**src/hw/issue_pkg.sv**
```systemverilog
`default_nettype none

package issue_pkg;

    // physical register tags, register zero is hard zero
    localparam int PREG_W = 6;
    localparam int NUM_PREGS = 1 << PREG_W;

    typedef logic [PREG_W-1:0] preg_t;
    typedef logic [31:0] word_t;
    typedef logic [4:0] rob_tag_t;

    // 0: alu/branch pipe, 1: alu/memory pipe
    typedef logic pipe_t;

    typedef struct packed {
        logic     valid;
        word_t    pc;
        pipe_t    pipe;
        preg_t    src1;
        preg_t    src2;
        logic     src1_ready;
        logic     src2_ready;
        preg_t    dest;
        logic     rf_we;
        rob_tag_t rob_tag;
    } dispatch_entry_t;

    // same layout as dispatch, ready bits change on wakeup
    typedef struct packed {
        logic     valid;
        word_t    pc;
        pipe_t    pipe;
        preg_t    src1;
        preg_t    src2;
        logic     src1_ready;
        logic     src2_ready;
        preg_t    dest;
        logic     rf_we;
        rob_tag_t rob_tag;
    } queue_entry_t;

    typedef struct packed {
        logic  we;
        preg_t dest;
        word_t result;
    } wb_bus_t;

    typedef struct packed {
        logic     valid;
        word_t    pc;
        preg_t    dest;
        logic     rf_we;
        word_t    src1_value;
        word_t    src2_value;
        rob_tag_t rob_tag;
    } exec_bus_t;

endpackage

`default_nettype wire

```
**src/hw/operand_bypass.sv**
```systemverilog
`default_nettype none

module operand_bypass import issue_pkg::*; (
    input  preg_t [1:0]   src,
    input  word_t [1:0]   rf_data,
    input  wb_bus_t [1:0] wb,
    output word_t [1:0]   value
);

    logic [1:0][1:0] hit;

    always_comb begin
        for (int s = 0; s < 2; s++) begin
            for (int k = 0; k < 2; k++) begin
                hit[s][k] = wb[k].we && wb[k].dest == src[s] && src[s] != '0;
            end
        end
    end

    // same-cycle writeback is newer than the array
    always_comb begin
        for (int s = 0; s < 2; s++) begin
            value[s] = rf_data[s];
            for (int k = 0; k < 2; k++) begin
                if (hit[s][k]) begin
                    value[s] = wb[k].result;
                end
            end
        end
    end

endmodule

`default_nettype wire

```
**config.mk**
```make
export PLATFORM = sky130hd
export DESIGN_NAME = operand_bypass
export DESIGN_NICKNAME = d
export VERILOG_FILES = /design/src/hw/issue_pkg.sv /design/src/hw/operand_bypass.sv
export SDC_FILE = /design/constraint.sdc
export NUM_CORES = 1
export LEC_CHECK = 0
export BUFFER_PORTS_ARGS = -buffer_cell sky130_fd_sc_hd__buf_4
export CORE_AREA = 2 2 86 88
export DETAILED_ROUTE_END_ITERATION = 6
export DIE_AREA = 0 0 88 90
export PLACE_DENSITY_LB_ADDON = 0.08
export REMOVE_ABC_BUFFERS = 1
export SLEW_MARGIN = 20
export SYNTH_ARGS = -nofsm -noshare
export SYNTH_HDL_FRONTEND = slang
export SYNTH_SLANG_ARGS = --single-unit
export TNS_END_PERCENT = 1
```
**constraint.sdc**
```tcl
create_clock -name vclk -period 2.2
set_input_delay 0.44 -clock vclk [all_inputs]
set_output_delay 0.44 -clock vclk [all_outputs]
set_load 0.005 [all_outputs]
```
* Word-level counts from Yosys, hierarchy flattened
Index checks and enable logic that the tools add are counted.
** Operators by class
- Equality and inequality tests :: 4
- Mux-type cells :: 4
- Reductions and logical operators :: 10
** Operators by type and width (number)
- two-way mux 32 bit :: 4
- equality test 6 bit :: 4
- nonzero test 6 bit :: 2
- logical AND 1 bit :: 8
** Word-level totals
- Register bits :: 0
- Input port bits :: 154
- Logic and storage cells :: 18

* Logic depth before layout (Yosys ltp)
- Word-level depth :: 5
- Mapped depth :: 6
- Mapped depth without buffers :: 4

* Worst setup path before layout
OpenSTA, ideal clock, no wires.
- Path type :: input port to output port
- From :: input port src[2] in the netlist's numbering
- To :: output port value[10] in the netlist's numbering
- Arrival :: 1.695 ns
- Required time :: 1.760 ns
- Slack :: 0.065 ns
- Cell stages on the path :: 6
- Buffers on the path :: 2
- Cell sequence :: xor2_1 or4b_1 buf_6 buf_12 o31ai_2 a31oi_1
** RTL lines
- start, declared :: RTL line operand_bypass.sv:4 : input preg_t [1:0] src,
- end, declared :: RTL line operand_bypass.sv:7 : output word_t [1:0] value

==> flow_summary_export.csv <==
group,metric,value,unit
floorplanning,ios,218,
power,ir_drop,0.1288,mV
worst_hold_path,hold_path.class,"input pin to output port",
drt,drt-met1-wl,5297,um
worst_hold_path,hold_end,"value[11]",
floorplanning,chipHeight,90,um
setup_path,critical_path.most_common_cell,"buf_4",
timing,worst_pin_slew,0.4460,ns
setup_path,worstPathMaxFanout,14,
power,power_density,185.8,nW/um2
power,leakage,1.726,nW
timing,fin_crit,2.418,ns
floorplanning,die_w,88,um
outcome,violations,"negative setup slack",
setup_path,end_kind,"output port",
yosys,yosys-top-cells-area,"nand4_1, a31oi_1, nor4_1, o31ai_2, o31ai_1",
drt,postRouteAntennaNets,0,
global_routing,grt.overflow.total,0,
global_routing,grt_use_total,32.58,%
floorplanning,row_count,31,
drt,dr_total_vias,4486,
yosys,synth_top_area_share,16.49,%
global_routing,antenna_found_initial,0,
timing,grt_setup_unrepaired,"true",
finish,regArea,0,um2
yosys,avgSynthCellArea,6.835,um2
finish,nClkBuffers,0,
finish,antenna_cells,0,
finish,nNetsFinal,728,
place,gp_congestion,0.8534,
drt,routed_wl,14110,um
outcome,status,"complete, but fails checks",
yosys,synth.distinct_cells,20,
clock_network,cts_setup_buffers,0,
place,dp_cells,671,
timing,finalCritPeriodShare,109.9,%
finish,area_growth,81.50,%
yosys,yosys.area.top_type,"nand4_1",
setup_path,arrival,1.98,ns
setup_path,start_kind,"input pin",
drt,wl_per_cell,21.03,um
place,place_ws,-0.3921,ns
flow_run,cap_violations,0,
global_routing,grt_pass1_vias,4319,
timing,slew_headroom,70.26,%
clock_network,cts_hold_buf,0,
worst_hold_path,hp-start,"rf_data[11]",
yosys,yosysMostFrequentCell,"nand4_1",
finish,design.seq.count,0,
yosys,syn_inst,372,
finish,design_area,4614,um2
setup_path,slowest_delay,0.30,ns
yosys,syn_area,2542,um2
drt,vias_per_cell,6.686,
setup_path,crit_slowest_cell,"nor4b_4",
setup_path,cp.required,1.76,ns
timing,setup_viol,51,
timing,maxSlewViolCount,0,
timing,setup_ws,-0.2179,ns
yosys,synth_common_cells,"nand4_1, a31oi_1, nor4_1",
drt,drtIter0Drc,351,
timing,finalHoldViolations,0,
timing,tns,-6.213,ns
worst_hold_path,whs_path_depth,4,
yosys,ys_seq_area_share,0,%
drt,wl_met3,1532,um
drt,dr.pass1.iters,5,
yosys,yosysWarnings,0,
finish,fill_cells,641,
finish,fin_cells,671,
finish,drive_gt1_share,55.42,%
place,dpl_cell_area,4424,um2
finish,multi_input_area,2328,um2
setup_path,crit_chain,"buf_4 > xor2_1 > buf_4 > nor4b_4 > buf_4 > nand4_1 > a31oi_1 > buf_4",
global_routing,grt_max_degree,33,
drt,drc,0,
setup_path,critPathKind,"input pin to output port",
global_routing,grt_pass1_wl,21240,um
place,hpwl,10010,um
floorplanning,dieArea,7920,um2
power,totalPowerFinal,0.8572,mW
finish,fin_util,65.73,%
floorplanning,core,7020,um2
timing,clock.fmax,413.6,MHz
drt,met2_length,7019,um
timing,whs,1.247,ns
floorplanning,initial_core_util,36.21,%
drt,maxUsedRoutingLayer,"met4",
place,io_buffers,218,
==> what timing repair did <==
action	4_1_cts	5_1_grt
resized for setup	19	19
endpoints found under the setup margin	64	64
pin swaps	8	18
==> worst max path at each step <==
stage / startpoint / end / slack [ns]
2_1_floorplan: src[3] / value[30] / -1.36
3_3_place_gp: src[2] / value[1] / -0.38
3_5_place_dp: src[2] / value[1] / -0.39
4_1_cts: src[2] / value[1] / -0.20
5_1_grt: src[2] / value[7] / -0.25
6_report: src[0] / value[0] / -0.22
==> report_power, final <==
| part | total [mW] | internal, mW | switching (mW) | leakage, nW |
|---|---|---|---|---|
| combinational | 0.857 | 0.445 | 0.412 | 1.73 |
| sequential | 0 | 0 | 0 | 0 |
| clock | 0 | 0 | 0 | 0 |
| total | 0.857 | 0.445 | 0.412 | 1.73 |
==> final cells by class <==
type	instances	area share [%]
Multi-Input combinational cell	304	50.46
Timing Repair Buffer	268	46.85
Tap cell	99	2.684
==> worst max-delay path: cells and delay by family <==
kind	cells	cell delay, ns
AOI/OAI and AO/OA	1	0.23
xor gates and xnor gates	1	0.18
buffers and inverters	4	0.69
and+or+nand+nor	2	0.44
==> cell families (layout without fill, tap and decap cells) <==
group	count (synthesis)	after routing	share of synthesized area, %
xor gates and xnor gates	24	24	8.268
buffers and inverters	68	268	14.07
AOI/OAI and AO/OA	128	128	40.55
and+or+nand+nor	152	152	37.11
==> layout by cell type (no fill, tap or decap) <==
cell     instances
buf_4          249
a31oi_1         62
and3_1           1
nand3_1          5
or4b_4           1
nor2_1           6
and3_2           3
nor4b_4          1
o31ai_1         29
xnor2_1         20
or3_4            2
nor4_2           2
xnor2_2          1
xor2_1           3
nand3_2          1
buf_6           10
nand4_1         67
o31ai_4          6
a31oi_2          2
nor4_1          62
and4_4           1
buf_12           9
o31ai_2         29
==> layer usage <==
layer,global-route usage (%),vias up
li1,-,2003
met1,39.72,2110
met2,58.71,343
met3,5.051,30
met4,7.308,0
met5,0,-
Note: power is estimated with default switching activity, not from simulation.
