File: config.mk
export PLATFORM = sky130hd
export DESIGN_NAME = issue_select
export DESIGN_NICKNAME = d
export VERILOG_FILES = /design/src/hw/issue_pkg.sv /design/src/hw/issue_select.sv
export SDC_FILE = /design/constraint.sdc
export NUM_CORES = 1
export LEC_CHECK = 0
export BUFFER_PORTS_ARGS = -buffer_cell sky130_fd_sc_hd__buf_2
export CORE_AREA = 2 2 192 194
export DETAILED_ROUTE_END_ITERATION = 6
export DIE_AREA = 0 0 194 196
export GPL_TIMING_DRIVEN = 0
export MAX_ROUTING_LAYER = met4
export PLACE_DENSITY = 0.34
export RECOVER_POWER = 50
export SLEW_MARGIN = 20
export SYNTH_ARGS = -nofsm -noshare
export SYNTH_HDL_FRONTEND = slang
export SYNTH_SLANG_ARGS = --single-unit
File: constraint.sdc
create_clock -name vclk -period 1.95
set_input_delay 0.0975 -clock vclk [all_inputs]
set_output_delay 0.0975 -clock vclk [all_outputs]
set_load 0.05 [all_outputs]
File: src/hw/issue_pkg.sv
`default_nettype none

package issue_pkg;

    // physical register tags, register zero is hard zero
    localparam int PREG_W = 6;
    localparam int NUM_PREGS = 1 << PREG_W;

    typedef logic [PREG_W-1:0] preg_t;
    typedef logic [31:0] word_t;
    typedef logic [4:0] rob_tag_t;

    // 0: alu/branch pipe, 1: alu/memory pipe
    typedef logic pipe_t;

    typedef struct packed {
        logic     valid;
        word_t    pc;
        pipe_t    pipe;
        preg_t    src1;
        preg_t    src2;
        logic     src1_ready;
        logic     src2_ready;
        preg_t    dest;
        logic     rf_we;
        rob_tag_t rob_tag;
    } dispatch_entry_t;

    // same layout as dispatch, ready bits change on wakeup
    typedef struct packed {
        logic     valid;
        word_t    pc;
        pipe_t    pipe;
        preg_t    src1;
        preg_t    src2;
        logic     src1_ready;
        logic     src2_ready;
        preg_t    dest;
        logic     rf_we;
        rob_tag_t rob_tag;
    } queue_entry_t;

    typedef struct packed {
        logic  we;
        preg_t dest;
        word_t result;
    } wb_bus_t;

    typedef struct packed {
        logic     valid;
        word_t    pc;
        preg_t    dest;
        logic     rf_we;
        word_t    src1_value;
        word_t    src2_value;
        rob_tag_t rob_tag;
    } exec_bus_t;

endpackage

`default_nettype wire

File: src/hw/issue_select.sv
`default_nettype none

module issue_select import issue_pkg::*; #(
    parameter int QUEUE_DEPTH = 8
) (
    input  queue_entry_t [QUEUE_DEPTH-1:0]           entries,
    input  logic [1:0]                               pipe_ready,
    output logic [1:0]                               pick_valid,
    output logic [1:0][$clog2(QUEUE_DEPTH)-1:0]      pick_index
);

    localparam int IDX_W = $clog2(QUEUE_DEPTH);

    logic [1:0][QUEUE_DEPTH-1:0] ready;

    // an entry can go when it is valid, both sources are in and its pipe is free
    always_comb begin
        for (int p = 0; p < 2; p++) begin
            for (int i = 0; i < QUEUE_DEPTH; i++) begin
                ready[p][i] = entries[i].valid
                    && entries[i].pipe == pipe_t'(p)
                    && entries[i].src1_ready
                    && entries[i].src2_ready
                    && pipe_ready[p];
            end
        end
    end

    // lowest index is the oldest, so scan downward and let it win
    always_comb begin
        for (int p = 0; p < 2; p++) begin
            pick_valid[p] = 1'b0;
            pick_index[p] = '0;
            for (int i = QUEUE_DEPTH - 1; i >= 0; i--) begin
                if (ready[p][i]) begin
                    pick_valid[p] = 1'b1;
                    pick_index[p] = IDX_W'(i);
                end
            end
        end
    end

endmodule

`default_nettype wire

# Yosys cells after proc, flatten, opt, wreduce, memory -nomap -nowiden
# Index checks and enable logic that the tools add are counted.
dict set report totals {
  reg_bits 0
  word_cells 104
}
dict set report classes {
  n_reduce_logical 64
  mux 32
  n_bitwise 8
}
# cell count
set op_table {}
lappend op_table {{1-bit logical AND} 64}
lappend op_table {{3-bit two-way mux} 16}
lappend op_table {{1-bit two-way mux} 16}
lappend op_table {{1-bit inverter} 8}

# Depth between registers and ports, before layout
# Gate-level depths: netlist of the first run.
dict set report logic_depth {
  word_depth 13
  ltp_mapped 5
  ltp_nobuf 5
}

# Worst setup path before layout of the first run
# Ideal clock, no wire load.
dict set report synth_timing {
  path_kind {input to output}
  start {input port entries[299] in the netlist's numbering}
  end {output port pick_index[4] in the netlist's numbering}
  required_ps 1852
  t_arrival_ps 1403
  slack_ps 450
  path_buffers 0
  stages 5
  cell_sequence {and3_1 -> and3_4 -> nor2b_2 -> nand2_1 -> a21oi_1}
}
# item line
set synth_lines {}
lappend synth_lines {{from (decl)} issue_select.sv:6} ;# input queue_entry_t [QUEUE_DEPTH-1:0] entries,
lappend synth_lines {{to (decl)} issue_select.sv:9} ;# output logic [1:0][$clog2(QUEUE_DEPTH)-1:0] pick_index

==> results.py, run 1 <==
metrics = {
    "detailed_routing": {
        "wirelength_um": 3030,
        "via_per_inst": 0.998,
        "drt_first_pass_iters": 3,
        "wire_per_inst_um": 5.36,
        "num_vias": 564,
        "ant_nets": 0,
        "first_iter_violations": 15,
        "drcViolationCount": 0,
    },
    "timing": {
        "tightest_slew_ns": 0.663,
        "period_share_pct": 84.6,
        "fmax_mhz": 606,
        "tns_ns": 0,
        "relSlewSlack_pct": 56.0,
        "rsz0062_at_grt": "no",
        "finalMaxSlewViolations": 0,
        "holdWs_ns": 0.643,
        "setup-violations-final": 0,
        "hold_viol": 0,
        "post-route-worst-setup-slack_ns": 0.300,
        "fin_crit_ns": 1.65,
    },
    "cells_and_area": {
        "layoutNonFillerInstCount": 565,
        "post-route-util_pct": 3.27,
        "drive_gt1_share_pct": 53.7,
        "fin_nets": 579,
        "nClkBuffers": 0,
        "area_growth_pct": 196,
        "finish.instance_area_mm2": 0.00118,
        "fill_cells": 4323,
        "seq_cells": 0,
        "regArea_um2": 0,
    },
    "logic_synthesis": {
        "synthCells": 55,
        "yosys.cell_types.count": 23,
        "synth_top_area_share_pct": 10.0,
        "synth_nets": 537,
        "yosys_warnings": 0,
        "yosysSeqAreaShare_pct": 0,
        "synth_top_cells_by_area": "nand3_1 10%, and3_1 9.4%, nor3b_2 9.4%, and3_4 8.5%, nand3b_1 7.5%",
        "avgSynthCellArea_um2": 7.26,
        "synth_area_um2": 399,
        "yosysTopAreaCell": "nand3_1",
    },
    "floorplanning": {
        "rows": 70,
        "die_y_um": 196,
        "ioPinCount": 490,
        "die_w_um": 194,
        "initial_utilization_pct": 1.11,
        "dieArea_mm2": 0.0380,
        "coreArea_mm2": 0.0361,
    },
    "cts": {
        "post_cts_buffers": 0,
        "cts_resized": 0,
        "cts_hold_buf": 0,
    },
    "worst_hold_path": {
        "min_from": "entries[86]",
        "hp-class": "in -> out",
        "hold_end": "pick_index[3]",
        "holdPathStages": 4,
    },
    "worst_setup_path": {
        "path_class": "in -> out",
        "cp_data_required_time_ns": 1.85,
        "cp.arrival_ns": 1.55,
        "crit_path_end_kind": "output port",
        "cp_max_fo": 3,
        "start_kind": "input port",
    },
    "global_routing": {
        "overflow": 0,
        "grt_pass1_wl_um": 4080,
        "grt_max_degree": 11,
        "antenna_found_initial": 2,
        "grt_usage_pct": 1.59,
        "grt_pass1_vias": 552,
    },
    "placed_design": {
        "placed_cells": 563,
        "dpl.hpwl_um": 2900,
        "dpl_cell_area_mm2": 0.00118,
        "port_buffers": 40,
        "gp_congestion": 0.622,
        "dp_slack_ns": 0.447,
    },
    "pwr": {
        "total_power_uw": 145,
        "vdd_drop_max_v": 0.0000900,
        "power_leakage_nw": 0.332,
        "power_density_mw_per_mm2": 123,
    },
    "job": {
        "max-cap-violations": 0,
    },
    "status": {
        "status": "completed",
    },
}
per-layer routing:
layer  wire [µm]  share of wire (%)  track usage (%)
met5           0                  0                -
met4           0                  0                0
met3         198                6.5            0.292
met2        1610                 53             3.03
met1        1210                 40             1.82
power by group:
group          internal, mW  switching, mW  leakage, nW
clock           0.000000138              0    0.0000127
combinational        0.0527         0.0920        0.332
sequential                0              0            0
cells in the mapped netlist (2+ instances only):
cell type / count
a21oi_1: 4
nor3b_2: 3
and3_4: 3
inv_1: 4
o2111ai_1: 2
nand2_1: 4
nand3b_1: 4
and3_1: 6
o21ai_1: 4
nand3_1: 8
critical path: stages:
cell      delay (ns)
buf_2           0.09
and3_1          0.18
and3_1          0.18
nand2b_1        0.27
a21oi_1         0.19
clkbuf_1        0.53
how the worst max path moves through the flow:
stage | startpoint | endpoint | slack, ns | depth (start not counted)
final | entries[59] | pick_index[4] | 0.30 | 6
after global placement | entries[419] | pick_index[0] | 0.45 | 7
after CTS | entries[419] | pick_index[0] | 0.44 | 7
after floorplan | entries[299] | pick_index[4] | 0.45 | 5
after detailed placement | entries[419] | pick_index[0] | 0.45 | 7
after global routing | entries[59] | pick_index[4] | 0.19 | 6
area by class of cell:
type	count	area, µm²	share of cell area [%]
antenna	2	5.00	0.424
tap	468	586	49.6
timing repair buffer	40	196	16.6
inverter	4	15.0	1.27
multi-input combinational	49	360	30.5
buffer	2	18.8	1.59
logic make-up (layout without fill, tap and decap cells):
| logic type | after synthesis | in the layout | share of synthesized area (%) |
|---|---|---|---|
| AND/OR/NAND/NOR | 35 | 35 | 64.6 |
| AO/OA/AOI/OAI | 14 | 14 | 27.0 |
| buffers and inverters | 6 | 46 | 8.46 |
| other | 0 | 2 | 0 |
placed cells by master (no fill, tap or decap):
| master | n |
|---|---|
| clkbuf_1 | 3 |
| nor3b_2 | 2 |
| nand3_1 | 8 |
| nand2_1 | 4 |
| diode_2 | 2 |
| buf_6 | 1 |
| and3_1 | 6 |
| inv_1 | 4 |
| and3b_1 | 1 |
| nor2b_4 | 1 |
| a31oi_2 | 1 |
| buf_4 | 1 |
| and3_4 | 3 |
| a21oi_1 | 4 |
| nand2b_1 | 1 |
| a31oi_4 | 1 |
| nand3b_1 | 4 |
| buf_2 | 37 |
| and3b_4 | 1 |
| o2111ai_1 | 2 |
| nor3b_1 | 1 |
| and3_2 | 1 |
| o21ai_1 | 4 |
| nand4_1 | 1 |
| nor2b_2 | 1 |
| a21boi_1 | 1 |
| a21oi_2 | 1 |
(Power assumes the default switching activity.)
==> run 2: changes to the inputs <==
==> constraint.sdc (replaced) <==
create_clock -name vclk -period 1.6
set_input_delay 0.08 -clock vclk [all_inputs]
set_output_delay 0.08 -clock vclk [all_outputs]
set_load 0.05 [all_outputs]
==> run 2 against run 1 <==
Non-clock buffer count is the same. Power grew 24%. Die area is the same. Flip-flop and latch count is the same. Global-route usage is the same. Sequential share of layout area is the same. Wire length grew 0.30%. Critical path depth grew 1. Combinational power grew 23%. Hold slack lost 0.032 ns. Worst setup slack lost 0.16 ns. Utilization is essentially flat.
==> results.py, run 2 (synthesis results as in run 1) <==
metrics = {
    "status": {
        "status": "completed",
    },
    "worst_setup_path": {
        "cp_max_fo": 4,
        "cp.arrival_ns": 1.38,
        "cp_num_buf_inv": 2,
        "critPathTopFamily": "simple AND/OR/NAND/NOR gates",
        "cp_data_required_time_ns": 1.52,
        "max_stage_delay_ns": 0.42,
        "path_class": "in -> out",
        "crit_path_end_kind": "output port",
        "start_kind": "input port",
        "path_cells": "buf_2, and3_4, nand3_1, o21ai_1, nor3b_2, nand4_1, clkbuf_2",
        "slowest_stage": "nor3b_2",
    },
    "cells_and_area": {
        "drive_gt1_share_pct": 57.9,
        "finish.instance_area_mm2": 0.00119,
        "seq_cells": 0,
        "fin_nets": 579,
        "post-route-util_pct": 3.30,
        "nClkBuffers": 0,
        "final_cell_mix": "36 x buf_2, 8 x nand3_1, 6 x and3_1",
        "area_growth_pct": 198,
        "layout_commonest_cell": "buf_2",
        "regArea_um2": 0,
    },
    "detailed_routing": {
        "wire_per_inst_um": 5.37,
        "num_vias": 571,
        "wirelength_um": 3040,
        "first_iter_violations": 17,
        "drt_first_pass_iters": 4,
        "via_per_inst": 1.01,
        "ant_nets": 0,
        "drcViolationCount": 0,
    },
    "global_routing": {
        "grt_usage_pct": 1.59,
        "antenna_found_initial": 2,
        "grt_max_degree": 11,
        "overflow": 0,
        "grt_pass1_vias": 552,
        "grt_pass1_wl_um": 4080,
    },
    "placed_design": {
        "dpl.hpwl_um": 2900,
        "dpl_cell_area_mm2": 0.00118,
        "port_buffers": 40,
        "gp_congestion": 0.622,
    },
    "cts": {
        "cts_hold_buf": 0,
        "post_cts_buffers": 0,
        "cts_resized": 0,
    },
    "pwr": {
        "p_seq_share_pct": 0,
        "power_density_mw_per_mm2": 151,
        "power_leakage_nw": 0.344,
        "comb_power_share_pct": 100.0,
        "swShare_pct": 63.2,
        "p_sw_uw": 113,
        "cellInternalPower_uw": 66.0,
        "p_clk_share_pct": 0,
        "vdd_drop_max_v": 0.000110,
    },
    "job": {
        "max-cap-violations": 0,
    },
    "timing": {
        "tightest_slew_ns": 0.417,
        "tns_ns": 0,
        "finalMaxSlewViolations": 0,
        "period_share_pct": 91.1,
        "fmax_mhz": 686,
        "hold_viol": 0,
        "rsz0062_at_grt": "no",
        "fin_crit_ns": 1.46,
        "setup-violations-final": 0,
        "relSlewSlack_pct": 72.1,
    },
    "floorplanning": {
        "die_y_um": 196,
        "initial_utilization_pct": 1.11,
        "rows": 70,
        "ioPinCount": 490,
        "dieArea_mm2": 0.0380,
        "die_w_um": 194,
        "coreArea_mm2": 0.0361,
    },
    "worst_hold_path": {
        "hp-class": "in -> out",
    },
}
-- run 2: changes by cell type in the layout (fill, tap and decap cells not counted) --
cell,before,now
nor3b_2,2,3
nor3b_1,1,0
buf_2,37,36
clkbuf_2,0,4
clkbuf_1,3,0
-- run 2: final timing paths --
path | from | to | slack [ns] | cells after the start
max | entries[479] | pick_valid[0] | 0.14 | 7
min | entries[86] | pick_index[3] | 0.61 | 4
-- run 2: per-stage QoR --
stage / worst slack [ns] / hold slack [ns] / std cells / power [mW]
after global placement: 0.134 / 0.612 / 563 / 0.183
after global routing: 0.0326 / 0.624 / 565 / 0.196
after CTS: 0.123 / 0.613 / 563 / 0.184
after floorplan: 0.135 / 0.468 / 55 / 0.107
final: 0.142 / 0.611 / 565 / 0.179
after detailed placement: 0.132 / 0.611 / 563 / 0.184
-- run 2: final cells by class --
cell class	instances	area, µm²
well taps	468	586
diodes	2	5.00
fillers	4319	34900
repair buffers	40	200
multi-input cells	49	365
inverters	4	15.0
plain buffers	2	18.8
-- run 2: power groups by stage --
stage | logic, mW | clock network, mW | registers, mW
after floorplan | 0.107 | 0 | 0
after global placement | 0.183 | 0 | 0
after detailed placement | 0.184 | 0 | 0
after CTS | 0.184 | 0 | 0
after global routing | 0.196 | 0.000000167 | 0
final | 0.179 | 0.000000168 | 0
-- run 2: layer usage --
layer,track usage [%],part of all wire (%),vias to the layer above
met5,-,0,-
met4,0,0,0
met3,0.292,6.3,0
met2,3.03,53,20
met1,1.82,40,258
li1,-,-,293
